<file path="src/isa_pkg.sv">
package isa_pkg;

	// Lowest bit of each instruction field.
	localparam int op_lsb = 26;
	localparam int rs_lsb = 21;
	localparam int rt_lsb = 16;
	localparam int rd_lsb = 11;
	localparam int shamt_lsb = 6;
	localparam int funct_lsb = 0;
	localparam int imm_lsb = 0;
	localparam int target_lsb = 0;

	localparam logic [5:0] op_special = 6'b000000;
	localparam logic [5:0] op_ori = 6'b001101;
	localparam logic [5:0] op_lui = 6'b001111;
	localparam logic [5:0] op_lw = 6'b100011;
	localparam logic [5:0] op_sw = 6'b101011;
	localparam logic [5:0] op_beq = 6'b000100;
	localparam logic [5:0] op_j = 6'b000010;
	localparam logic [5:0] op_jal = 6'b000011;

	localparam logic [5:0] funct_addu = 6'b100001;
	localparam logic [5:0] funct_subu = 6'b100011;
	localparam logic [5:0] funct_jr = 6'b001000;
	localparam logic [5:0] funct_movz = 6'b001010;

	localparam logic [4:0] shamt_zero = 5'd0;
	localparam logic [4:0] reg_zero = 5'd0;
	localparam logic [4:0] reg_ra = 5'd31;

	localparam logic [31:0] reset_pc = 32'h0000_0000;

	typedef enum logic [3:0] {
		kind_unknown, kind_nop, kind_addu, kind_subu, kind_ori, kind_lui, kind_lw,
		kind_sw, kind_beq, kind_j, kind_jal, kind_jr, kind_movz
	} instr_kind_t;

	// Datapath classes group the kinds that use the pipeline the same way.
	typedef enum logic [3:0] {
		cls_nop, cls_cal_r, cls_cal_i, cls_load, cls_store, cls_branch, cls_jump_i,
		cls_jump_r, cls_cmov
	} dp_class_t;

endpackage

</file>
<file path="src/reg_file.sv">
`timescale 1ns/10ps

module reg_file (
	input logic clk,
	input logic reset,
	input logic [4:0] raddr1,
	input logic [4:0] raddr2,
	output logic [31:0] rdata1,
	output logic [31:0] rdata2,
	input logic we,
	input logic [4:0] waddr,
	input logic [31:0] wdata
);
	import isa_pkg::*;

	// Register 0 has no storage.
	logic [31:0] regs [1:31];

	always_ff @(posedge clk) begin
		if (reset) begin
			for (int i = 1; i < 32; i++)
				regs[i] <= '0;
		end else if (we && waddr != reg_zero) begin
			regs[waddr] <= wdata;
		end
	end

	// A read of the register being written sees the new value.
	always_comb begin
		if (raddr1 == reg_zero)
			rdata1 = '0;
		else if (we && raddr1 == waddr)
			rdata1 = wdata;
		else
			rdata1 = regs[raddr1];
		if (raddr2 == reg_zero)
			rdata2 = '0;
		else if (we && raddr2 == waddr)
			rdata2 = wdata;
		else
			rdata2 = regs[raddr2];
	end

endmodule

</file>
<file path="config.mk">
export PLATFORM = sky130hd
export DESIGN_NAME = reg_file
export DESIGN_NICKNAME = d
export VERILOG_FILES = /design/src/isa_pkg.sv /design/src/reg_file.sv
export SDC_FILE = /design/constraint.sdc
export NUM_CORES = 2
export LEC_CHECK = 0
export BUFFER_PORTS_ARGS = -buffer_cell sky130_fd_sc_hd__buf_2
export CORE_MARGIN = 4
export CORE_UTILIZATION = 45
export DETAILED_ROUTE_END_ITERATION = 7
export PLACE_DENSITY_LB_ADDON = 0.2
export SLEW_MARGIN = 15
export SYNTH_ARGS = -nofsm -noshare
export SYNTH_HDL_FRONTEND = slang
export SYNTH_SLANG_ARGS = --single-unit
</file>
<file path="constraint.sdc">
create_clock -name clk -period 2.4 [get_ports clk]
set_input_delay 0.24 -clock clk [delete_from_list [all_inputs] [get_ports clk]]
set_output_delay 0.24 -clock clk [all_outputs]
set_load 0.01 [all_outputs]
</file>
* Yosys cells after proc, flatten, opt, wreduce, memory -nomap -nowiden
Memory sizes are Yosys's and may differ from the RTL's.
Index checks and enable logic that the tools add are counted.
** Cells by class
- Reductions and logical operators :: 7
- Mux-type cells :: 12
- Eq/ne operators :: 2
** Operator list (number)
- 32-bit 2-to-1 mux :: 5
- 32-bit OR reduction :: 1
- 5-bit equality test :: 2
- 5-bit zero test :: 2
- 1-bit 2-to-1 mux :: 6
- 5-bit 2-to-1 mux :: 1
- 5-bit nonzero test :: 1
- 1-bit logical AND :: 3
** Storage, ports and cells
- Output and inout port bits :: 64
- Memories kept :: 1
- Register bits :: 0
- Bits in writable memories :: 992
- Logic and storage cells :: 22
** Memory list
- regs :: words 31, width 32, read ports 2, clocked after memory_dff 0, wr ports 31, line reg_file.sv:17 : logic [31:0] regs [1:31];

* Logic depth before layout (Yosys ltp)
- Depth after elaboration :: 7
- Gate-level depth with buffers :: 10

* Worst setup path after synthesis
No wires, ideal clock.
- Kind :: input -> output
- Start point :: input raddr1[0]
- End point :: output rdata1[10]
- Buffers on the path :: 4
- Stages on the path :: 9
- Setup slack :: 0.099 ns
- Required time :: 2.160 ns
- Arrival time :: 2.061 ns
- Cells stage by stage :: buf_2 > buf_6 > buf_2 > buf_2 > mux2i_1 > o22ai_1 > a2111oi_0 > a21oi_1 > a22o_1
** On the way
- Cells in the longest elaborated chain, start to end :: 4
- Elaborated cells on any way between the ends :: 6
- Classes of those cells :: eq/ne: 1; mux: 2; reduce/logical: 2; memory: 1
** Ends and longest elaborated chain
- start: declaration :: line reg_file.sv:6 : input logic [4:0] raddr1,
- parallel branches: the longest is 3 deep, another holds memory 31 x 32 bit
- 32-bit 2-to-1 mux (*) :: line reg_file.sv:30 : if (raddr1 == reg_zero)
- end: declaration :: line reg_file.sv:8 : output logic [31:0] rdata1,
Every way passes the cells marked *.

==> results.yml <==
routing:
  vias: 37030
  drc: 0
  drtIter0Drc: 4738
  ant_nets: 0
  wirelength_um: 193400
  vias_per_cell: 6.352
  dr.pass1.iters: 6
  wire_per_inst_um: 33.17
sta:
  max-slew-margin-rel: 0.3513
  finalSetupViolations: 64
  max_freq_mhz: 337.6
  tns_ns: -23.57
  period_needed_ns: 2.962
  hold_violations: 0
  rsz0062_at_grt: "yes"
  layout_setup_ws_ns: -0.5619
  min_period_over_period: 1.234
  drv_slew: 0
  worstMarginPinSlew_ns: 0.9708
grt:
  antenna_found_initial: 14
  grtUsageTotal: 0.3019
  grt_pass1_vias: 36870
  grt_max_degree: 37
  grt_pass1_wl_um: 273600
  overflow: 0
cells_and_area:
  layout_common_cells: "edfxtp_1, and2_1, buf_4"
  layout_commonest_cell: "edfxtp_1"
  areaGrowthSynthToFinish_pct: 21.08
  largest_reg_flops: 1024
  final_area_um2: 66260
  layout.cells.non_filler: 5829
  fin_nets: 4172
  drive_gt1_frac: 0.3428
  top_register: "regs"
  reg_top3: "regs: 1024 flops"
die:
  die_x_um: 356.7
  row_count: 127
  die_h_um: 356.7
  core_area_um2: 120300
  io-pin-count: 114
  dieArea_um2: 127200
  start_util: 0.4549
synthesis:
  ys.flop_type: "edfxtp_1"
  yosysWarningCount: 0
  syn_area_um2: 54720
  synth_edf_count: 1024
  synth.avg_cell_area_um2: 14.63
  synth_seq_cells: 1024
  postSynth.asyncResetShare: 0
  synth_cell_types: 51
  ys_seq_area_frac: 0.5619
  synthCells: 3741
critical_path:
  worstSetupStartpointType: "register"
  end_kind: "primary output"
  required_ns: 2.16
  worstPathArrival_ns: 2.72
  crit_path_max_fanout: 2
  crit_type: "reg2out"
worst_hold_path:
  holdPathStages: 1
  hold_path_class: "in2reg"
power:
  ir_worst_vdd_uv: 629.0
  powerDensity_nw_per_um2: 667.6
  power.leakage_nw: 23.93
  total_power_mw: 44.23
run:
  drv_cap: 0
placement:
  gp_congestion: 0.9422
  place_area_um2: 61080
  dp_hpwl_um: 127400
  dp_cells: 5590
  portBuffers: 113
cts:
  tritoncts: "built"
  cts_max_level: 3
  cts_root_buf: "clkbuf_16"
  cts_buffers: 109
  clk_path_buf_depth: 3
  clock_sinks: 1024
  path_clk_slew_ns: 0.06
run_status:
  violations: "negative setup slack"
  status: "finished, violations left"
per-layer routing:
metal / track usage / routed length (um)
met5: 0 / 57
met4: 0.1333 / 9795
met3: 0.06313 / 19570
met2: 0.4734 / 89390
met1: 0.4093 / 74560
final cells by class:
type,count,area (um^2)
diodes,10,25.02
clock buffers,135,2868
clock inverters,61,446.7
fillers,9749,54030
inverters,2,7.507
multi-input cells,2333,23920
flip-flops and latches,1024,30750
well taps,1612,2017
repair buffers,652,6226
path summary, 6_finish.rpt:
path	slack (ns)	end	start
worst max-delay path	-0.56	rdata1[19]	regs[13][19]
worst min-delay path	0.02	regs[0][23]	wdata[23]
critical path: stages (launching register included):
cell       delay [ns]
edfxtp_1         0.39
mux4_2           0.49
a22o_1           0.26
a2111oi_2        0.23
buf_4            0.20
a21oi_2          0.03
a22o_1           0.24
buf_2            0.16
report_power, final:
group / internal (mW) / switching, mW
clock: 9.05 / 7.11
sequential: 20.7 / 0.513
combinational: 3.10 / 3.79
total: 32.8 / 11.4
repair_timing:
item,in CTS,in global routing
hold buffers,9,0
hold endpoints to repair,12,0
cloned,1,0
pin swaps,131,31
setup buffers,17,13
resized for setup,235,44
endpoints found under the setup margin,64,64
logic make-up (layout without fill, tap and decap cells):
logic type,after synthesis,count (layout),share of synthesized area
mux,674,674,0.2121
xor+xnor,10,10,0.001600
compound gates,469,469,0.06452
other cells,1,42,0.00006853
simple gates,1147,1148,0.1274
buf+inv,416,850,0.03238
flops,1024,1024,0.5619
cells in the mapped netlist, drive strengths merged (3+ instances only):
master	number	area (um^2)
nand2b	3	18.77
o221ai	42	367.9
a21oi	78	390.4
and2	996	6231
o2111ai	3	26.28
mux4	388	8738
a22o	55	481.7
a22oi	133	998.5
nor2	45	168.9
edfxtp	1024	30750
a211oi	7	52.55
o21ai	9	45.04
a221o	13	130.1
o31ai	4	30.03
nand2	37	138.9
o22a	3	26.28
xnor2	10	87.58
nor2b	5	31.28
nand3	11	55.05
nand3b	4	30.03
nor3	3	15.01
a31oi	7	43.79
a2111oi	24	210.2
a221oi	4	35.03
mux2i	281	2813
clkbuf	302	1134
o221a	18	202.7
o22ai	41	256.5
buf	112	630.6
or2	33	206.5
o211ai	10	75.07
a32oi	9	78.83
mux2	5	56.30
o32ai	4	35.03
metrics by stage:
stage	hold slack (ns)	setup WS, ns	utilization
2_1_floorplan	0.3389	0.09880	-
3_3_place_gp	0.6939	-0.5361	0.5078
3_5_place_dp	0.7004	-0.5585	0.5078
4_1_cts	0.001144	-0.6676	0.5478
5_1_grt	0.02102	-0.6592	0.5506
6_report	0.02259	-0.5619	0.5508
Power figures use the tool's default switching activity.
