## config.mk

```make
export PLATFORM = sky130hd
export DESIGN_NAME = stage_reg
export DESIGN_NICKNAME = d
export VERILOG_FILES = /design/src/stage_reg.sv
export SDC_FILE = /design/constraint.sdc
export NUM_CORES = 1
export LEC_CHECK = 0
export BUFFER_PORTS_ARGS = -buffer_cell sky130_fd_sc_hd__buf_2
export CAP_MARGIN = 20
export CORE_MARGIN = 5
export CORE_UTILIZATION = 45
export DETAILED_ROUTE_END_ITERATION = 16
export PLACE_DENSITY_LB_ADDON = 0.08
export SYNTH_ARGS = -nofsm -noshare
export SYNTH_HDL_FRONTEND = slang
export SYNTH_SLANG_ARGS = --single-unit
```

## constraint.sdc

```tcl
create_clock -name clk -period 1.6 [get_ports clk]
set_input_delay 0.08 -clock clk [delete_from_list [all_inputs] [get_ports clk]]
set_output_delay 0.08 -clock clk [all_outputs]
set_load 0.005 [all_outputs]
```

## src/stage_reg.sv

```systemverilog
`timescale 1ns/10ps

module stage_reg #(
	parameter type payload_t = logic [31:0]
) (
	input logic clk,
	input logic reset,
	input logic en,
	input logic clear,
	input payload_t d,
	output payload_t q
);

	// Clear wins over enable, so a bubble enters even when the stage advances.
	always_ff @(posedge clk) begin
		if (reset || clear)
			q <= '0;
		else if (en)
			q <= d;
	end

endmodule

```

Word level (Yosys, flattened, before mapping) --
Index checks and enable logic that the tools add are counted. Widths: inputs -> output; s select.
Storage, ports and cells: flip-flop bits (word level) 32
Operators by class: reduce and logical (&&, ||, !) cells 1
Operators by type and width (number):
- $logic_or 1x1->1 | 1

Logic depth before layout (Yosys ltp) --
Gate-level depths: netlist (run 1).
word-level depth 1, mapped depth 4, mapped depth without buffers 2

Worst setup path after synthesis (run 1) --
No wires, ideal clock.
path kind input port to flip-flop, from input en, to register q[0] (netlist name), library setup time 0.114 ns, arrival time 0.608 ns, path slack 0.877 ns, cell stages on the path 4, path through buf_4 -> buf_4 -> mux2i_1 -> nor2_1
RTL lines:
- start, declared | line 8 | input logic en,
- end signal, assigned | line 17 | q <= '0;
- end signal, assigned | line 19 | q <= d;
- end, declared | line 11 | output payload_t q

Worst setup path in the final report (run 1) --
from input reset, to register q[14] (netlist name)
On the way: cells in the longest elaborated chain, start to end 1
RTL lines:
- start, declared | line 7 | input logic reset,
- $logic_or 1x1->1 | line 16 | if (reset || clear)
No other way between the ends. A chain may end at the register's enable or synchronous reset.

==> results of run 1 <==
cell usage after synthesis:
cell type,count
nor2_1,32
clkbuf_2,1
mux2i_1,32
or2_1,1
buf_4,4
buf_6,3
dfxtp_1,32
power groups by stage:
| stage | sequential (W) | combinational (W) | clock [W] |
|---|---|---|---|
| finish | 0.000834 | 0.000207 | 0.000364 |
| floorplan | 0.000856 | 0.0000953 | 0 |
| global route | 0.000838 | 0.000228 | 0.000422 |
| detailed placement | 0.000852 | 0.000168 | 0 |
| global placement | 0.000852 | 0.000164 | 0 |
| CTS | 0.000834 | 0.000207 | 0.000389 |
cells by family after synthesis:
logic type    count (synthesis)  share of synthesized area [%]
mux                          32                           27.7
buf+inv                       8                           5.95
simple gates                 33                           10.9
flops                        32                           55.4
critical path: cells and delay by family:
family,cells,cell delay [ps]
buffers and inverters,1,80
AND/OR/NAND/NOR,2,890
metrics by stage:
step / area (um^2) / hold slack (ps) / utilization, % / power (W)
after detailed placement: 1480 / 322 / 59.7 / 0.00102
after global routing: 1730 / 8.56 / 69.7 / 0.00149
after global placement: 1480 / 311 / 59.7 / 0.00102
final: 1730 / 16.9 / 69.7 / 0.00141
after CTS: 1730 / 0.211 / 69.7 / 0.00143
after floorplan: 1160 / 227 / - / 0.000951
layout by cell type, fill, tap and decap left out:
cell type / n
buf_2: 67
mux2i_1: 32
nor2_1: 32
dfxtp_1: 32
dlygate4sd3_1: 21
clkbuf_4: 5
or2_1: 1
buf_12: 1
layout make-up:
class	instances	share of cell area, %
clock buffer	5	2.17
multi-input combinational	65	25.9
tap	30	2.17
sequential	32	37.1
timing repair buffer	89	32.7
worst paths after layout:
check	start	endpoint	depth (start not counted)
worst min register to register	q[20]$_SDFFE_PP0P_	q[20]$_SDFFE_PP0P_	2
worst max-delay path	reset	q[14]$_SDFFE_PP0P_	3
worst min-delay path	d[26]	q[26]$_SDFFE_PP0P_	3
worst max register to register	q[9]$_SDFFE_PP0P_	q[9]$_SDFFE_PP0P_	2
per-layer routing:
layer / share of wire (%) / up-vias / global-route usage (%)
li1: - / 516 / -
met1: 39 / 453 / 16.2
met2: 51 / 43 / 28.7
met3: 9.3 / 2 / 4.47
met4: 0.45 / 0 / 7.43
met5: 0 / - / 0
==> flow_summary.json, run 1 <==
{
  "status": "finished clean",
  "cts.sinks": 32,
  "post_cts_resized": 0,
  "regMostFlops": "q",
  "yosysWarnings": 0,
  "die_area_um2": 3680,
  "p_int_w": 0.00109,
  "dr.pass1.iters": 4,
  "largest_reg_flops": 32,
  "slew_viol_final": 0,
  "drive_gt1_share_pct": 38.2,
  "pre_cts_ws_ps": 367,
  "grt_max_degree": 33,
  "period_minus_slack_ps": 907,
  "cts_buffer_depth": 2,
  "fin_setup_tns_ps": 0,
  "insertion_delay_ps": 300,
  "clkPwrFrac_pct": 25.9,
  "min_path_type": "in2reg",
  "grt_pass1_vias": 986,
  "synthCells": 105,
  "row_count": 18,
  "placed_cells": 195,
  "cts_buffers": 5,
  "routabilityCongestion": 0.617,
  "p_switching_w": 0.000312,
  "yosys-top-cells-area": "dfxtp_1, mux2i_1, nor2_1",
  "period_share_pct": 56.7,
  "finalClockSkew_ps": 0,
  "synth.distinct_cells": 7,
  "finalNetCount": 229,
  "syn_avg_cell_area_um2": 11.0,
  "clockRootBuffer": "clkbuf_4",
  "grt_pass1_wl_mm": 4.20,
  "regToRegSetupSlack_ps": 940,
  "p_seq_share_pct": 59.3,
  "die_h_um": 60.7,
  "die_w_um": 60.7,
  "hold_buffers": 21,
  "syn2layout_area_growth_pct": 49.5,
  "drtIter0Drc": 33,
  "slowest_stage": "or2_1",
  "required_ps": 1750,
  "hold_viol": 0,
  "post_cts_buffers": 0,
  "cap_violations": 0,
  "port_buffers": 67,
  "rsz0062_at_grt": "no",
  "synth_top_area_share_pct": 55.4,
  "swShare_pct": 22.2,
  "power.density_nw_per_um2": 814,
  "top_regs": "q: 32 flops",
  "vias": 1014,
  "num_antenna_cells": 0,
  "wl_per_cell_um": 12.1,
  "grt_usage_pct": 15.6,
  "vdd_drop_max_mv": 0.621,
  "coreArea_um2": 2480,
  "fin_ws_ps": 693,
  "nFillCells": 200,
  "path_max_fanout": 32,
  "slowest_delay_ps": 770,
  "cellLeakagePower_nw": 0.920,
  "grt_overflow_total": 0,
  "synth_fp_nets": 141,
  "path_cells": "buf_2 -> or2_1 -> nor2_1",
  "synth_seq_cells": 32,
  "drt_wl_total_mm": 2.68,
  "multiInputGateArea_um2": 447,
  "drc": 0,
  "ioPinCount": 68,
  "cts_tree": "done",
  "crit_type": "in2reg",
  "yosys.area.top_type": "dfxtp_1",
  "worstMarginPinSlew_ps": 1030,
  "stdcell_count": 221,
  "crit_path_start_kind": "primary input",
  "seqCellArea_um2": 641,
  "ant_nets": 0,
  "path_clk_slew_ps": 80,
  "p_comb_share_pct": 14.7,
  "worstSetupEndpointType": "flop",
  "antenna_found_initial": 0,
  "crit_arrival_ps": 1060,
  "slew_headroom_pct": 31.6,
  "cts_max_level": 2,
  "start_util_pct": 46.7,
  "vias_per_cell": 4.59,
  "clock.fmax_ghz": 1.10,
  "synth_area_um2": 1160,
  "setup_viol": 0,
  "synth.yosys.seq_area_share_pct": 55.4
}
Note: power is estimated with default switching activity, not from simulation.
==> run 2, diff against run 1 <==
- CORE_UTILIZATION: 45 -> 38
- clock period: 1.6 -> 0.8 ns (I/O delays scaled with it)
==> run 2 against run 1 <==
Compared with the run above: the flow now finishes with violations (negative setup slack); critical path depth is 2 lower; sequential cell count stayed put; sequential power is 100% higher; power is 120% higher; combinational power is 140% higher; utilization is 1.6 points lower; largest cell class is now buffers; largest power group unchanged; highest routed layer unchanged.
==> flow_summary.json, run 2 (synthesis gave the netlist of run 1 again) <==
{
  "status": "finished, violations left",
  "violations": "negative setup slack",
  "vdd_drop_max_mv": 1.02,
  "ioPinCount": 68,
  "drt_wl_total_mm": 2.97,
  "power.density_nw_per_um2": 1540,
  "antenna_found_initial": 0,
  "worstSetupEndpointType": "output pin",
  "hold_viol": 0,
  "required_ps": 760,
  "die_area_um2": 4250,
  "layout_common_cells": "buf_2, mux2i_1, nor2_1, dlygate4sd3_1, dfxtp_2",
  "slew_viol_final": 0,
  "fin_area_um2": 2030,
  "syn2layout_area_growth_pct": 75.6,
  "clock.fmax_ghz": 1.23,
  "crit_arrival_ps": 770,
  "crit_buf_inv": 1,
  "final_common_cell": "buf_2",
  "drtIter0Drc": 50,
  "regMostFlops": "q",
  "dr.pass1.iters": 2,
  "fin_ws_ps": -14.9,
  "cellLeakagePower_nw": 1.02,
  "finalNetCount": 242,
  "cts_max_level": 2,
  "grt_max_degree": 33,
  "slowest_stage": "dfxtp_2",
  "critPathTopFamily": "flip-flops",
  "num_antenna_cells": 0,
  "slew_headroom_pct": 89.7,
  "cts_buffer_depth": 2,
  "vias": 1067,
  "start_util_pct": 38.8,
  "grt_pass1_wl_mm": 5.09,
  "row_count": 20,
  "drc": 0,
  "crit_type": "reg2out",
  "largest_reg_flops": 32,
  "top_regs": "q: 32 flops",
  "cts_tree": "done",
  "die_h_um": 65.2,
  "cts_buffers": 5,
  "crit_path_start_kind": "flop",
  "cts.sinks": 32,
  "slowest_delay_ps": 330,
  "routabilityCongestion": 0.690,
  "min_path_type": "in2reg",
  "clockRootBuffer": "clkbuf_4",
  "cap_violations": 0,
  "ant_nets": 0,
  "path_max_fanout": 2,
  "die_w_um": 65.2,
  "vias_per_cell": 4.45,
  "placed_area_um2": 1520,
  "rsz0062_at_grt": "yes",
  "setup_viol": 28,
  "period_minus_slack_ps": 815,
  "post_cts_buffers": 0,
  "insertion_delay_ps": 320,
  "path_clk_slew_ps": 90,
  "finalClockSkew_ps": 0,
  "drive_gt1_share_pct": 52.2,
  "grt_usage_pct": 15.6,
  "path_cells": "buf_2",
  "grt_overflow_total": 0,
  "pre_cts_ws_ps": 51.5,
  "coreArea_um2": 2980,
  "worstMarginPinSlew_ps": 151,
  "wl_per_cell_um": 12.4,
  "port_buffers": 67,
  "grt_pass1_vias": 1122,
  "dp_hpwl_mm": 1.83,
  "period_share_pct": 102
}
[run 2: cell count changes in the layout (fill, tap and decap cells not counted)]
cell           change
buf_2             -14
dlygate4sd3_1     +11
clkbuf_1           +2
dfxtp_1           -32
dfxtp_2           +32
buf_6             +14
buf_12             +2
clkbuf_8           +1
[run 2: report_power, final]
group / total (W) / leakage (nW) / switching (W) / internal, W
clock: 0.000937 / 0.0326 / 0.000504 / 0.000433
sequential: 0.00169 / 0.275 / 0.0000310 / 0.00165
combinational: 0.000504 / 0.713 / 0.000175 / 0.000329
total: 0.00313 / 1.02 / 0.000710 / 0.00242
[run 2: cell type report]
type | instances | area, um^2
fillers | 242 | 947
repair buffers | 102 | 803
flip-flops and latches | 32 | 681
multi-input cells | 65 | 447
clock buffers | 8 | 58.8
well taps | 33 | 41.3
[run 2: per-stage QoR]
step | utilization [%] | power [W] | instances | hold slack, ps | setup TNS [ps]
after floorplan | - | 0.00190 | 105 | 187 | 0
after global placement | 51.2 | 0.00206 | 200 | 274 | 0
after detailed placement | 51.2 | 0.00206 | 200 | 286 | 0
after CTS | 65.4 | 0.00314 | 240 | 177 | -915
after global routing | 68.2 | 0.00331 | 240 | 183 | -1850
final | 68.2 | 0.00313 | 240 | 196 | -176
[run 2: worst paths after layout]
kind | slack, ps | cells past startpoint | to | startpoint
max | -10 | 1 | q[12] | q[12]$_SDFFE_PP0P_
min | 200 | 4 | q[22]$_SDFFE_PP0P_ | reset
max reg2reg | 170 | 2 | q[5]$_SDFFE_PP0P_ | q[5]$_SDFFE_PP0P_
min reg2reg | 490 | 2 | q[22]$_SDFFE_PP0P_ | q[22]$_SDFFE_PP0P_
[run 2: layer usage]
metal	wire length, um	up-vias	track usage, %
met5	0	-	0
met4	58	0	7.77
met3	231	8	7.01
met2	1480	41	24.9
met1	1200	476	17.7
li1	-	542	-
[run 2: timing repair]
action | 4_1_cts | 5_1_grt
endpoints found under the hold margin | 32 | 0
gates resized for setup | 32 | 14
hold buffers | 32 | 0
setup endpoints to repair | 32 | 32
==> run 3, diff against run 2 <==
- CORE_ASPECT_RATIO: not set -> 1.5
==> run 3 against run 2 <==
Compared with the run above: the run now ends clean; first-iteration DRC count shrank 86%; highest routed layer unchanged; largest power group unchanged; clock-buffer cell count unchanged; combinational power fell by 18%; sequential power is essentially flat; clock power increased by 31%; critical path type unchanged.
==> flow_summary.json, run 3 (synthesis gave the netlist of run 1 again) <==
{
  "status": "finished clean",
  "crit_path_start": "q[12]$_SDFFE_PP0P_",
  "highest_layer": "met4",
  "slowest_delay_ps": 340,
  "grt_overflow_total": 0,
  "largest_reg_flops": 32,
  "p_seq_share_pct": 50.5,
  "ant_nets": 0,
  "worstMarginPinSlew_ps": 151,
  "placed_cells": 206,
  "post_cts_buffers": 0,
  "syn2layout_area_growth_pct": 55.5,
  "port_buffers": 67,
  "vias_per_cell": 4.40,
  "drtIter0Drc": 7,
  "min_to": "q[11]$_SDFFE_PP0P_",
  "cellLeakagePower_nw": 0.947,
  "power.density_nw_per_um2": 1850,
  "grt_pass1_wl_mm": 3.97,
  "layout_common_cells": "buf_2, mux2i_1, nor2_1",
  "path_cells": "buf_2",
  "vias": 1011,
  "cts_buffer_depth": 2,
  "crit_buf_inv": 1,
  "clockRootBuffer": "clkbuf_8",
  "stdcell_count": 230,
  "slew_viol_final": 0,
  "period_minus_slack_ps": 775,
  "drc": 0,
  "grt_pass1_vias": 984,
  "crit_arrival_ps": 730,
  "insertion_delay_ps": 270,
  "p_comb_share_pct": 12.5,
  "period_share_pct": 96.9,
  "slew_headroom_pct": 89.6,
  "row_count": 24,
  "cts.sinks": 32,
  "setup_viol": 0,
  "path_clk_slew_ps": 60,
  "start_util_pct": 39.7,
  "cts_buffers": 5,
  "r2r_start": "q[1]$_SDFFE_PP0P_",
  "coreArea_um2": 2910,
  "regToRegSetupSlack_ps": 190,
  "wl_per_cell_um": 11.7,
  "p_int_w": 0.00260,
  "placed_area_um2": 1530,
  "rsz0062_at_grt": "no",
  "drt_wl_total_mm": 2.68,
  "slowest_stage": "dfxtp_1",
  "path_max_fanout": 2,
  "grt_usage_pct": 13.0,
  "num_antenna_cells": 0,
  "fin_ws_ps": 25.0,
  "vdd_drop_max_mv": 1.05,
  "wl_met1_mm": 1.05,
  "grt_max_degree": 33,
  "dp_hpwl_mm": 1.92,
  "finalNetCount": 226,
  "clkPwrFrac_pct": 37.1,
  "ff2ff_path_depth": 2,
  "clock.fmax_ghz": 1.29,
  "worstReg2RegEnd": "q[1]$_SDFFE_PP0P_",
  "required_ps": 760,
  "crit_path_start_kind": "flop",
  "nFillCells": 274,
  "die_h_um": 77.6,
  "die_area_um2": 4270,
  "finalClockSkew_ps": 0,
  "holdWs_ps": 4.91,
  "hold_depth": 3,
  "pre_cts_ws_ps": 37.9,
  "cap_violations": 0,
  "drive_gt1_share_pct": 46.6,
  "p_switching_w": 0.000717,
  "dr.pass1.iters": 2,
  "top_regs": "q: 32 flops",
  "worstSetupEndpointType": "output pin",
  "regMostFlops": "q",
  "antenna_found_initial": 0,
  "routabilityCongestion": 0.665,
  "cts_tree": "done",
  "crit_type": "reg2out",
  "fin_setup_tns_ps": 0,
  "fin_area_um2": 1800,
  "hp-start": "d[11]",
  "wl_met2_mm": 1.35,
  "final_common_cell": "buf_2",
  "ioPinCount": 68,
  "min_path_type": "in2reg",
  "wl_met3_um": 215,
  "hold_viol": 0,
  "die_w_um": 55.0,
  "critPathTopFamily": "flip-flops",
  "cts_max_level": 2,
  "swShare_pct": 21.6
}
## run 3: changes by cell type in the layout (fill, tap and decap cells not counted), sizes merged
cell	previous run	this run
dlygate4sd3	32	16
## run 3: worst max-delay path by stage
stage | endpoint | slack (ps) | cells past startpoint
after floorplan | q[0]$_SDFFE_PP0P_ | 120 | 4
after global placement | q[25]$_SDFFE_PP0P_ | 70 | 4
after detailed placement | q[1]$_SDFFE_PP0P_ | 40 | 4
after CTS | q[16] | 10 | 1
after global routing | q[9] | 0.1 | 1
final | q[12] | 30 | 1
## run 3: metrics by stage
| stage | power (W) | util (%) |
|---|---|---|
| 2_1_floorplan | 0.00190 | - |
| 3_3_place_gp | 0.00206 | 52.6 |
| 3_5_place_dp | 0.00207 | 52.6 |
| 4_1_cts | 0.00338 | 61.2 |
| 5_1_grt | 0.00351 | 61.7 |
| 6_report | 0.00332 | 61.7 |
## run 3: power by group through the flow
stage	clock [W]	sequential, W	combinational (W)
global placement	0	0.00170	0.000353
finish	0.00123	0.00168	0.000414
detailed placement	0	0.00171	0.000360
floorplan	0	0.00171	0.000191
CTS	0.00129	0.00167	0.000420
global route	0.00138	0.00168	0.000452
## run 3: area by class of cell
type | instances | area [um^2] | area share (%)
Sequential cell | 32 | 657 | 36.5
Multi-Input combinational cell | 65 | 447 | 24.8
Timing Repair Buffer | 86 | 556 | 30.9
Tap cell | 39 | 48.8 | 2.71
Clock buffer | 8 | 90.1 | 5.01
## run 3: routing by layer
metal	vias up	global-route usage [%]
met3	5	3.45
met5	-	0
met4	0	9.49
met2	45	21.0
met1	452	13.6
li1	509	-
## run 3: what timing repair did
item                                    CTS  global route
hold endpoints to repair                 16             0
endpoints found under the setup margin    0            13
resized for setup                         0            13
hold buffers                             16             0
