===== config.mk =====
export PLATFORM = sky130hd
export DESIGN_NAME = exec_unit
export DESIGN_NICKNAME = d
export VERILOG_FILES = /design/src/pipe_pkg.sv /design/src/exec_unit.sv
export SDC_FILE = /design/constraint.sdc
export NUM_CORES = 1
export LEC_CHECK = 0
export BUFFER_PORTS_ARGS = -buffer_cell sky130_fd_sc_hd__buf_4
export CAP_MARGIN = 10
export CORE_MARGIN = 2
export CORE_UTILIZATION = 30
export DETAILED_ROUTE_END_ITERATION = 12
export GPL_ROUTABILITY_DRIVEN = 0
export PLACE_DENSITY = 0.52
export SLEW_MARGIN = 30
export SYNTH_ARGS = -nofsm -noshare
export SYNTH_HDL_FRONTEND = slang
export SYNTH_SLANG_ARGS = --single-unit

===== constraint.sdc =====
create_clock -name vclk -period 8.1
set_input_delay 1.62 -clock vclk [all_inputs]
set_output_delay 1.62 -clock vclk [all_outputs]
set_load 0.005 [all_outputs]

===== src/pipe_pkg.sv =====
package pipe_pkg;

	// The data memory holds 256 words.
	localparam int dm_words = 256;
	localparam int dm_addr_bits = 8;

	typedef enum logic [2:0] {fwd_orig, fwd_e_link, fwd_m_alu, fwd_m_link, fwd_w_rf} fwd_sel_t;
	typedef enum logic [1:0] {npc_seq, npc_beq, npc_jump, npc_reg} npc_mode_t;
	typedef enum logic [1:0] {ext_sign, ext_zero, ext_upper} ext_mode_t;
	typedef enum logic [1:0] {alu_add, alu_sub, alu_or, alu_pass_b} alu_op_t;
	typedef enum logic [1:0] {wb_alu, wb_mem, wb_link} wb_src_t;

	typedef struct packed {
		logic pc_en;
		npc_mode_t npc_mode;
	} f_ctrl_t;

	typedef struct packed {
		ext_mode_t ext_mode;
		logic [4:0] rs;
		logic [4:0] rt;
		fwd_sel_t fwd1;
		fwd_sel_t fwd2;
	} d_ctrl_t;

	typedef struct packed {
		logic alu_src;
		alu_op_t alu_op;
		fwd_sel_t fwd1;
		fwd_sel_t fwd2;
	} e_ctrl_t;

	typedef struct packed {
		logic dm_we;
		fwd_sel_t fwd_store;
	} m_ctrl_t;

	typedef struct packed {
		logic rf_we;
		wb_src_t wb_src;
		logic [4:0] waddr;
	} w_ctrl_t;

	typedef struct packed {
		logic [31:0] pc;
		logic [31:0] instr;
	} d_stage_t;

	// The immediate is extended in E, so the raw field and its mode travel with it.
	typedef struct packed {
		logic [31:0] pc;
		logic [31:0] rs_val;
		logic [31:0] rt_val;
		logic [15:0] imm;
		ext_mode_t ext_mode;
	} e_stage_t;

	typedef struct packed {
		logic [31:0] pc;
		logic [31:0] alu;
		logic [31:0] rt_val;
	} m_stage_t;

	typedef struct packed {
		logic [31:0] pc;
		logic [31:0] alu;
		logic [31:0] mem;
	} w_stage_t;

	typedef struct packed {
		logic valid;
		logic [4:0] addr;
		logic [31:0] data;
	} wb_event_t;

	typedef struct packed {
		logic valid;
		logic [31:0] addr;
		logic [31:0] data;
	} store_event_t;

endpackage


===== src/exec_unit.sv =====
`timescale 1ns/10ps

module exec_unit (
	input pipe_pkg::ext_mode_t ext_mode,
	input logic [15:0] imm,
	input pipe_pkg::alu_op_t alu_op,
	input logic alu_src,
	input logic [31:0] a,
	input logic [31:0] b,
	output logic [31:0] result,
	output logic [31:0] ext_imm
);
	import pipe_pkg::*;

	logic [31:0] b_sel;

	always_comb begin
		case (ext_mode)
			ext_zero: ext_imm = {16'h0000, imm};
			ext_upper: ext_imm = {imm, 16'h0000};
			default: ext_imm = {{16{imm[15]}}, imm};
		endcase
	end

	// alu_src set means the immediate replaces the rt operand.
	assign b_sel = alu_src ? ext_imm : b;

	always_comb begin
		case (alu_op)
			alu_sub: result = a - b_sel;
			alu_or: result = a | b_sel;
			alu_pass_b: result = b_sel;
			default: result = a + b_sel;
		endcase
	end

endmodule


== After elaboration in Yosys (flattened, before gate mapping) ==
Index checks and enable logic that the tools add are counted.
Widths: inputs -> output; s select.

* Flip-flop bits (word level): 0
* Bits of input ports: 85

* Add/subtract/negate cells: 2
* Equal/unequal tests: 5
* Muxes and demuxes: 3
* Bitwise gates (word level): 1

{| class="wikitable"
|+ Operator list
! operator !! count
|-
| $pmux 32 s3 || 1
|-
| $pmux 32 s2 || 1
|-
| $add 32x32->32 || 1
|-
| $mux 32 || 1
|-
| $or 32x32->32 || 1
|-
| $sub 32x32->32 || 1
|-
| $eq 2x2->1 const B || 3
|-
| $eq 2x1->1 const B || 2
|}

== Longest topological paths before layout ==
Gate-level depths: netlist (run 1).

* Word-level depth: 5
* Gate-level depth with buffers: 24
* Mapped depth without buffers: 23

== Worst setup path after synthesis (run 1) ==
No wires, ideal clock.

* Kind: input port to output port
* From: input port ext_mode[0]
* To: output port result[25]
* Arrival time: 6.074 ns
* Data required time: 6.480 ns
* Setup slack: 0.406 ns
* Stages: 23
* Buffers on the path: 2
* Cells stage by stage: inv_1 -> ha_1 -> buf_6 -> or2_4 -> and2_1 -> mux2i_1 -> ha_1 -> inv_1 -> a311oi_2 -> nand4_2 -> nor4_4 -> a21oi_1 -> xor2_1 -> ha_1 -> clkbuf_1 -> a211oi_1 -> o21bai_1 -> a2111oi_0 -> o21ai_0 -> o21ai_0 -> o21ai_0 -> xnor2_1 -> o21ai_0

* Word-level cells in the longest chain between the ends: 5
* Elaborated cells on any way between the ends: 8
* Those cells by class: add/sub: 2; eq/ne: 2; mux: 3; bitwise: 1

{| class="wikitable"
|+ RTL lines
! item !! line !! RTL
|-
| start, declared || exec_unit.sv:4 || <nowiki>input pipe_pkg::ext_mode_t ext_mode,</nowiki>
|-
| $eq 2x2->1 or $eq 2x1->1 (tied branches) || exec_unit.sv:18 || <nowiki>case (ext_mode)</nowiki>
|-
| $pmux 32 s2 (*) || exec_unit.sv:18 ||
|-
| net ext_imm[0] || exec_unit.sv:11 || <nowiki>output logic [31:0] ext_imm</nowiki>
|-
| $mux 32 (*) || exec_unit.sv:26 || <nowiki>assign b_sel = alu_src ? ext_imm : b;</nowiki>
|-
| $add 32x32->32 or $sub 32x32->32 (tied branches) || exec_unit.sv:33, exec_unit.sv:30 ||
|-
| $pmux 32 s3 (*) || exec_unit.sv:29 || <nowiki>case (alu_op)</nowiki>
|-
| end, declared || exec_unit.sv:10 || <nowiki>output logic [31:0] result,</nowiki>
|}

Mark *: on every way through the listed nets, which the timed path passes. The rest lies on a longest branch.

== Worst setup path in the final report (run 1) ==
* From: input port ext_mode[0]
* To: output port result[29]

* Word-level cells in the longest chain between the ends: 5
* Elaborated cells on any way between the ends: 8
* Those cells by class: add/sub: 2; eq/ne: 2; mux: 3; bitwise: 1

{| class="wikitable"
|+ RTL lines
! item !! line !! RTL
|-
| $eq 2x2->1 or $eq 2x1->1 (tied branches) || exec_unit.sv:18 ||
|-
| $pmux 32 s2 (*) || exec_unit.sv:18 ||
|-
| $mux 32 (*) || exec_unit.sv:26 ||
|-
| $add 32x32->32 (tied with other cells) || exec_unit.sv:33 || <nowiki>default: result = a + b_sel;</nowiki>
|-
| $pmux 32 s3 (*) || exec_unit.sv:29 ||
|}

Mark *: on every way between the ends. The rest lies on a longest branch, timed or not.

==> results by stage, run 1 <==
Logic synthesis:
- The share of the yosys chip area belonging to registers is 0.
- The mean instance size in the synthesized netlist is 6.38 µm².
- The number of different library cells used by synthesis comes to 67.
- In the synthesized netlist, the number of instances is 590.
- The net count after synthesis is 711.
- Summing every instance area after synthesis gives 0.00376 mm².
- Yosys printed 0 warnings.

Finish:
- Summing all non-filler instances in the final layout gives an area of 0.00542 mm².
- The finished layout holds 920 standard cells, fillers aside.
- The number of antenna repair diodes is 0.
- The area used by sequential logic in the layout is 0 µm².
- The final core area utilization is 0.448.
- For this run, the post-layout net count is 875.
- The fraction of final layout cells sized beyond drive strength 1 is 0.305.
- Relative to the synthesized area, the layout overhead comes to 44.1%.
- The number of sequential storage elements is 0.
- The layout has 0 clock buffers.

Setup path:
- The biggest cell delay along the critical path is 0.37 ns.
- The data arrival at the endpoint of the critical path is 6.22 ns.
- The worst setup path is captured at a primary output.
- The worst endpoint required time is 6.48 ns.
- The type of the setup path with the least slack is primary input to primary output.
- Tracing the worst setup path back leads to its startpoint at ext_mode[0].
- Of all nets on the critical path, the largest fanout is 4.
- The largest individual stage delay along the critical path comes from the cell sky130_fd_sc_hd__a2111oi_4.
- The cell repeated most along the worst path is sky130_fd_sc_hd__buf_4.
- STA classifies the critical path startpoint as a primary input.

Clock tree:
- The number of buffers inserted by hold repair at cts is 0.

Routing:
- The violation count after the first detailed-routing iteration is 334.
- The routed design has 16.0 mm of wire.
- The count of unresolved DRC violations after routing is 0.
- In this run the remaining antenna-violating nets after routing total 0.
- In the routed layout, each cell is associated on average with a via count of 5.37.
- After detailed routing, the average wire length per cell comes to 17.4 µm.
- For this run, the detailed router's first-pass iteration total came to 5.
- The number of vias after detailed routing is 4944.

Timing:
- The post-layout worst setup margin is 0.256 ns.
- The number of failing hold endpoints at the final stage is 0.
- The tightest slew margin relative to the limit is 0.558.
- The highest achievable clock rate is 127 MHz.
- The transition time at the pin with the least slew margin is 0.657 ns.
- The number of max-slew violations in the final report is 0.
- The worst path in the final design needs a cycle of 7.84 ns, including I/O delays and setup.
- The final-report setup violation count is 0.
- The post-route clock period utilization is 0.968.
- The tightest hold path in the finished design has a slack of 3.55 ns.

Placed design:
- During placement, the flow inserted port buffers numbering 149.
- Detailed placement ended at an HPWL of 13.3 mm.
- The instance area at placement is 0.00525 mm².
- The worst slack at placement is 0.104 ns.
- In this run, placement finished with an instance count of 916.

Die:
- The total area inside the core boundary comes to 0.0121 mm².
- The floorplan die area is 0.0135 mm².
- For this configuration, the core starts out at a cell density of 0.311.
- The height of the die is 116 µm.
- The die extent in x is 116 µm.
- In this run the core area contains 40 standard-cell rows.
- Pin placement for this block handled 149 I/O pins.

Global routing:
- The initial antenna violation count was 0.
- The pin count of the biggest net entering global routing is 35.
- The first global-routing pass estimated 24.4 mm of wire.
- For this run, the total global-route usage over all layers was measured as 0.227.
- The number of global-route vias before repair is 4689.
- The remaining global-route overflow is 0.

Hold path:
- The worst hold path begins at imm[14].
- The min-delay analysis places its worst path in the category primary input to primary output.
- The endpoint of the worst hold-timing path is ext_imm[14].
- The worst hold path depth is 3.

Pwr:
- In this run the static leakage power is 0.00252 µW.
- For this design the ratio of total power to cell area is 111 mW/mm².
- VDD sags by at most 0.0384 mV.

Run status:
- The run finished with clean final reports.

Job:
- The count of maximum capacitance violations is 0.
[critical path: cells and delay by family]
kind	cells	cell delay, ns
multiplexers	1	0.21
AO/OA/AOI/OAI	8	1.61
adder cells (fa/ha/maj)	3	0.60
XOR/XNOR	2	0.28
AND/OR/NAND/NOR	5	1.16
buffers and inverters	6	0.74
[metrics by stage]
stage | power [µW] | TNS, ns
2_1_floorplan | 348 | 0
3_3_place_gp | 568 | 0
3_5_place_dp | 572 | 0
4_1_cts | 575 | 0
5_1_grt | 663 | -0.0254
6_report | 602 | 0
[area by class of cell]
cell class | instances | area, µm²
fillers | 1304 | 6690
multi-input cells | 532 | 3660
repair buffers | 191 | 1450
well taps | 168 | 210
inverters | 29 | 109
[timing repair]
action                                  CTS  global route
endpoints found under the setup margin    0            10
resized for setup                         0            31
hold endpoints to repair                  0             0
setup buffers                             0             4
[cell families after synthesis]
| family | Yosys count | share of synthesized area |
|---|---|---|
| compound gates | 201 | 0.353 |
| buf+inv | 58 | 0.0665 |
| simple gates | 236 | 0.317 |
| mux | 11 | 0.0299 |
| fa+ha+maj | 36 | 0.122 |
| xor+xnor | 48 | 0.112 |
[routing by layer]
metal,global-route usage,up-vias,share of wire
li1,-,2468,-
met1,0.312,2282,0.46
met3,0.0293,17,0.066
met5,0,-,0
met2,0.391,177,0.46
met4,0.0270,0,0.013
[power breakdown]
part / switching [µW] / total (µW) / internal, µW / leakage, µW
registers: 0 / 0 / 0 / 0
logic: 313 / 602 / 289 / 0.00252
clock network: 0 / 0 / 0 / 0
total: 313 / 602 / 289 / 0.00252
[cells in the mapped netlist, drive strengths merged, types with 13 or more instances]
library cell / instances / area share
clkbuf: 16 / 0.016
o21ai: 38 / 0.051
a31oi: 22 / 0.042
ha: 35 / 0.12
buf: 13 / 0.022
nor2: 64 / 0.064
nand2: 68 / 0.068
xnor2: 28 / 0.065
and2: 20 / 0.033
a21oi: 55 / 0.073
o21a: 13 / 0.026
nor2b: 22 / 0.037
inv: 29 / 0.029
xor2: 20 / 0.047
[how the worst max path moves through the flow]
stage | to | depth (start not counted)
detailed placement | result[29] | 24
global route | result[29] | 25
CTS | result[29] | 24
global placement | result[23] | 25
floorplan | result[25] | 23
finish | result[29] | 25
[cell usage in the layout (no fill, tap or decap), types with 4 or more instances in the layout]
master / netlist / routed
sky130_fd_sc_hd__nor2_1: 64 / 63
sky130_fd_sc_hd__o22ai_1: 4 / 4
sky130_fd_sc_hd__o21a_1: 13 / 13
sky130_fd_sc_hd__a21o_1: 6 / 6
sky130_fd_sc_hd__nor2b_1: 22 / 21
sky130_fd_sc_hd__a21oi_1: 55 / 51
sky130_fd_sc_hd__a211o_1: 5 / 5
sky130_fd_sc_hd__nor3_1: 7 / 7
sky130_fd_sc_hd__nand2_1: 68 / 68
sky130_fd_sc_hd__o211ai_1: 9 / 9
sky130_fd_sc_hd__o21ai_1: 2 / 4
sky130_fd_sc_hd__o21ai_0: 36 / 34
sky130_fd_sc_hd__and3_1: 4 / 4
sky130_fd_sc_hd__o31ai_1: 5 / 5
sky130_fd_sc_hd__xnor2_1: 28 / 28
sky130_fd_sc_hd__a31oi_1: 19 / 18
sky130_fd_sc_hd__mux2i_1: 9 / 8
sky130_fd_sc_hd__nand3_1: 7 / 6
sky130_fd_sc_hd__xor2_1: 20 / 20
sky130_fd_sc_hd__nor4_1: 5 / 4
sky130_fd_sc_hd__nand4_1: 5 / 5
sky130_fd_sc_hd__a21boi_0: 5 / 5
sky130_fd_sc_hd__a31oi_2: 3 / 4
sky130_fd_sc_hd__nand3b_1: 11 / 11
sky130_fd_sc_hd__or3_1: 5 / 4
sky130_fd_sc_hd__ha_1: 35 / 31
sky130_fd_sc_hd__o211a_1: 6 / 6
sky130_fd_sc_hd__buf_4: 3 / 190
sky130_fd_sc_hd__inv_1: 29 / 28
sky130_fd_sc_hd__o2bb2ai_1: 4 / 4
sky130_fd_sc_hd__a21oi_2: 0 / 4
sky130_fd_sc_hd__and2_1: 20 / 20
Power figures use the tool's default switching activity.
==> run 2, diff against run 1 <==
Settings changed: REMOVE_ABC_BUFFERS from default to 1.
==> results by stage, run 2 (synthesis gave the netlist of run 1 again) <==
Die:
- The total core area is 0.0121 mm² (unchanged).
- The die extent in x came to 116 µm (unchanged).
- The top-level I/O count is 149 (unchanged).
- The floorplan die area is 0.0135 mm² (unchanged).
- The number of rows in the core area is 40 (unchanged).
- The height of the die was 116 µm (unchanged).
- The effective utilization at floorplan is 0.311 (unchanged).

Setup path:
- The worst endpoint required time is 6.48 ns (about the same).
- STA classifies the critical path endpoint as a primary output.
- The largest fanout of any net on the critical path came to 5 (+1).
- The most numerous cell type found on the critical path is sky130_fd_sc_hd__buf_4.
- The data arrival at the endpoint of the critical path is 6.25 ns (+0.03 ns).
- The combined buffer and inverter count along the critical path is 6 (unchanged).
- The biggest cell delay along the critical path is 0.41 ns (+0.04 ns).
- STA classifies the critical path startpoint as a primary input.
- The type of the setup path with the least slack is primary input to primary output.
- The critical path's slowest cell is sky130_fd_sc_hd__ha_2.
- Broken down by cell family, the worst path's largest delay share belongs to simple AND/OR/NAND/NOR gates.

Placed design:
- The number of buffers inserted by port buffering is 149 (unchanged).
- The placed wire-length estimate is 13.4 mm (+1.3%).
- The worst slack at placement is 0.0337 ns (-0.0698 ns).

Pwr:
- The leakage power of the design is 0.00259 µW (+2.7%).
- The maximum resistive drop on vdd came to 0.0451 mV (+17%).
- The power per unit of standard cell area is 112 mW/mm² (+0.66%).

Job:
- The count of maximum capacitance violations came to 0 (unchanged).

Routing:
- The wire length per cell after detailed routing is 17.8 µm (+2.2%).
- The overall routed net length was 16.6 mm (+3.5%).
- The antenna violation net count after detailed routing is 0 (unchanged).
- The violation count after the first detailed-routing iteration was 347 (+3.9%).
- The detail-routed via count per cell is 5.42 (+0.93%).
- The count of unresolved DRC violations after routing is 0 (unchanged).
- The number of vias after detailed routing is 5055 (+2.2%).
- The first-pass iteration count of the detailed router came to 4 (-1).

Hold path:
- In this run the most critical hold path is launched from imm[10].
- The path class of the tightest hold or removal check is primary input to primary output.
- The path with the worst hold slack has its endpoint at ext_imm[10].
- The worst hold path depth is 3 (unchanged).

Finish:
- The number of antenna repair diodes came to 0 (unchanged).
- The number of fill cells is 1313 (+0.69%).
- The final core area utilization is 0.459 (+0.0114).
- The top cell types in the final layout, fill and taps aside, are sky130_fd_sc_hd__buf_4, sky130_fd_sc_hd__nand2_1, sky130_fd_sc_hd__nor2_1.
- The post-layout net count is 887 (+1.4%).
- The number of sequential storage elements is 0 (unchanged).
- The fraction of final layout cells sized beyond drive strength 1 was 0.321 (+0.0162).
- The clock tree buffer count of the final layout is 0 (unchanged).
- Leaving out fill and tap cells, the most frequent cell in the layout is sky130_fd_sc_hd__buf_4.
- The area used by sequential logic in the layout came to 0 µm² (unchanged).
- The area growth from synthesis to layout is 47.7%.

Timing:
- The number of failing hold endpoints at the final stage is 0 (unchanged).
- The number of max-slew violations in the final report was 0 (unchanged).
- The final-report setup violation count is 0 (unchanged).
- The highest achievable clock rate was 127 MHz (-0.30%).
- The shortest period the worst path allows is 7.87 ns (+0.0234 ns).
- The post-route clock period utilization was 0.971 (+0.00289).
- The transition time at the pin with the least slew margin was 0.598 ns (-0.0582 ns).
- The tightest slew margin relative to the limit is 0.601 (+0.0428).
- The post-layout worst setup margin came to 0.233 ns (-0.0234 ns).

Run status:
- The flow ran to the end, and the final reports show no timing, DRC or antenna violations.

Global routing:
- The aggregate global-route resource usage is 0.230 (+0.00274).
- The initial antenna violation count was 0 (unchanged).
- The global-route wire length before repair is 24.8 mm (+1.5%).
- The pin count of the biggest net entering global routing is 54 (+54%).
- The number of global-route vias before repair is 4797 (+2.3%).
- The remaining global-route overflow came to 0 (unchanged).

Clock tree:
- The number of buffers inserted by hold repair at cts is 0 (unchanged).
## run 2: per-stage QoR
stage	setup TNS, ns	area [µm²]	hold slack, ns	total power [µW]	instances
final	0	5560	3.56	621	932
after global routing	-0.119	5560	3.57	680	932
after CTS	0	5320	3.55	579	925
after detailed placement	0	5320	3.55	575	925
after global placement	0	5320	3.55	571	925
after floorplan	0	3620	3.29	336	561
## run 2: final cells by class
cell class         count  area [µm²]  area share
inverters             29         109      0.0196
multi-input cells    532        3690       0.664
well taps            168         210      0.0378
repair buffers       203        1550       0.278
## run 2: worst max-delay path by stage
stage	startpoint	endpoint	slack [ns]	depth (start not counted)
6_report	ext_mode[0]	result[29]	0.23	25
3_3_place_gp	ext_mode[0]	result[30]	0.1	26
5_1_grt	ext_mode[0]	result[29]	-0.07	26
3_5_place_dp	ext_mode[0]	result[30]	0.03	26
4_1_cts	ext_mode[0]	result[30]	0.03	26
2_1_floorplan	ext_mode[0]	result[25]	0.22	21
## run 2: worst min-delay path: cells and delay by family
family                 cells  cell delay (ns)
AND/OR/NAND/NOR            1             0.11
buffers and inverters      2             0.20
## run 2: report_power, final
group	leakage, µW	internal [µW]	total [µW]	switching [µW]
sequential	0	0	0	0
combinational	0.00259	299	621	322
clock	0	0	0	0
total	0.00259	299	621	322
## run 2: what timing repair did
item,4_1_cts,5_1_grt
endpoints found under the hold margin,0,0
resized for setup,0,42
endpoints found under the setup margin,0,12
setup buffers,0,7
## run 2: routing by layer
layer  wire length [µm]  GRT usage
met4                293     0.0325
met2               7920      0.418
met1               7440      0.306
met5                  0          0
met3                904     0.0131
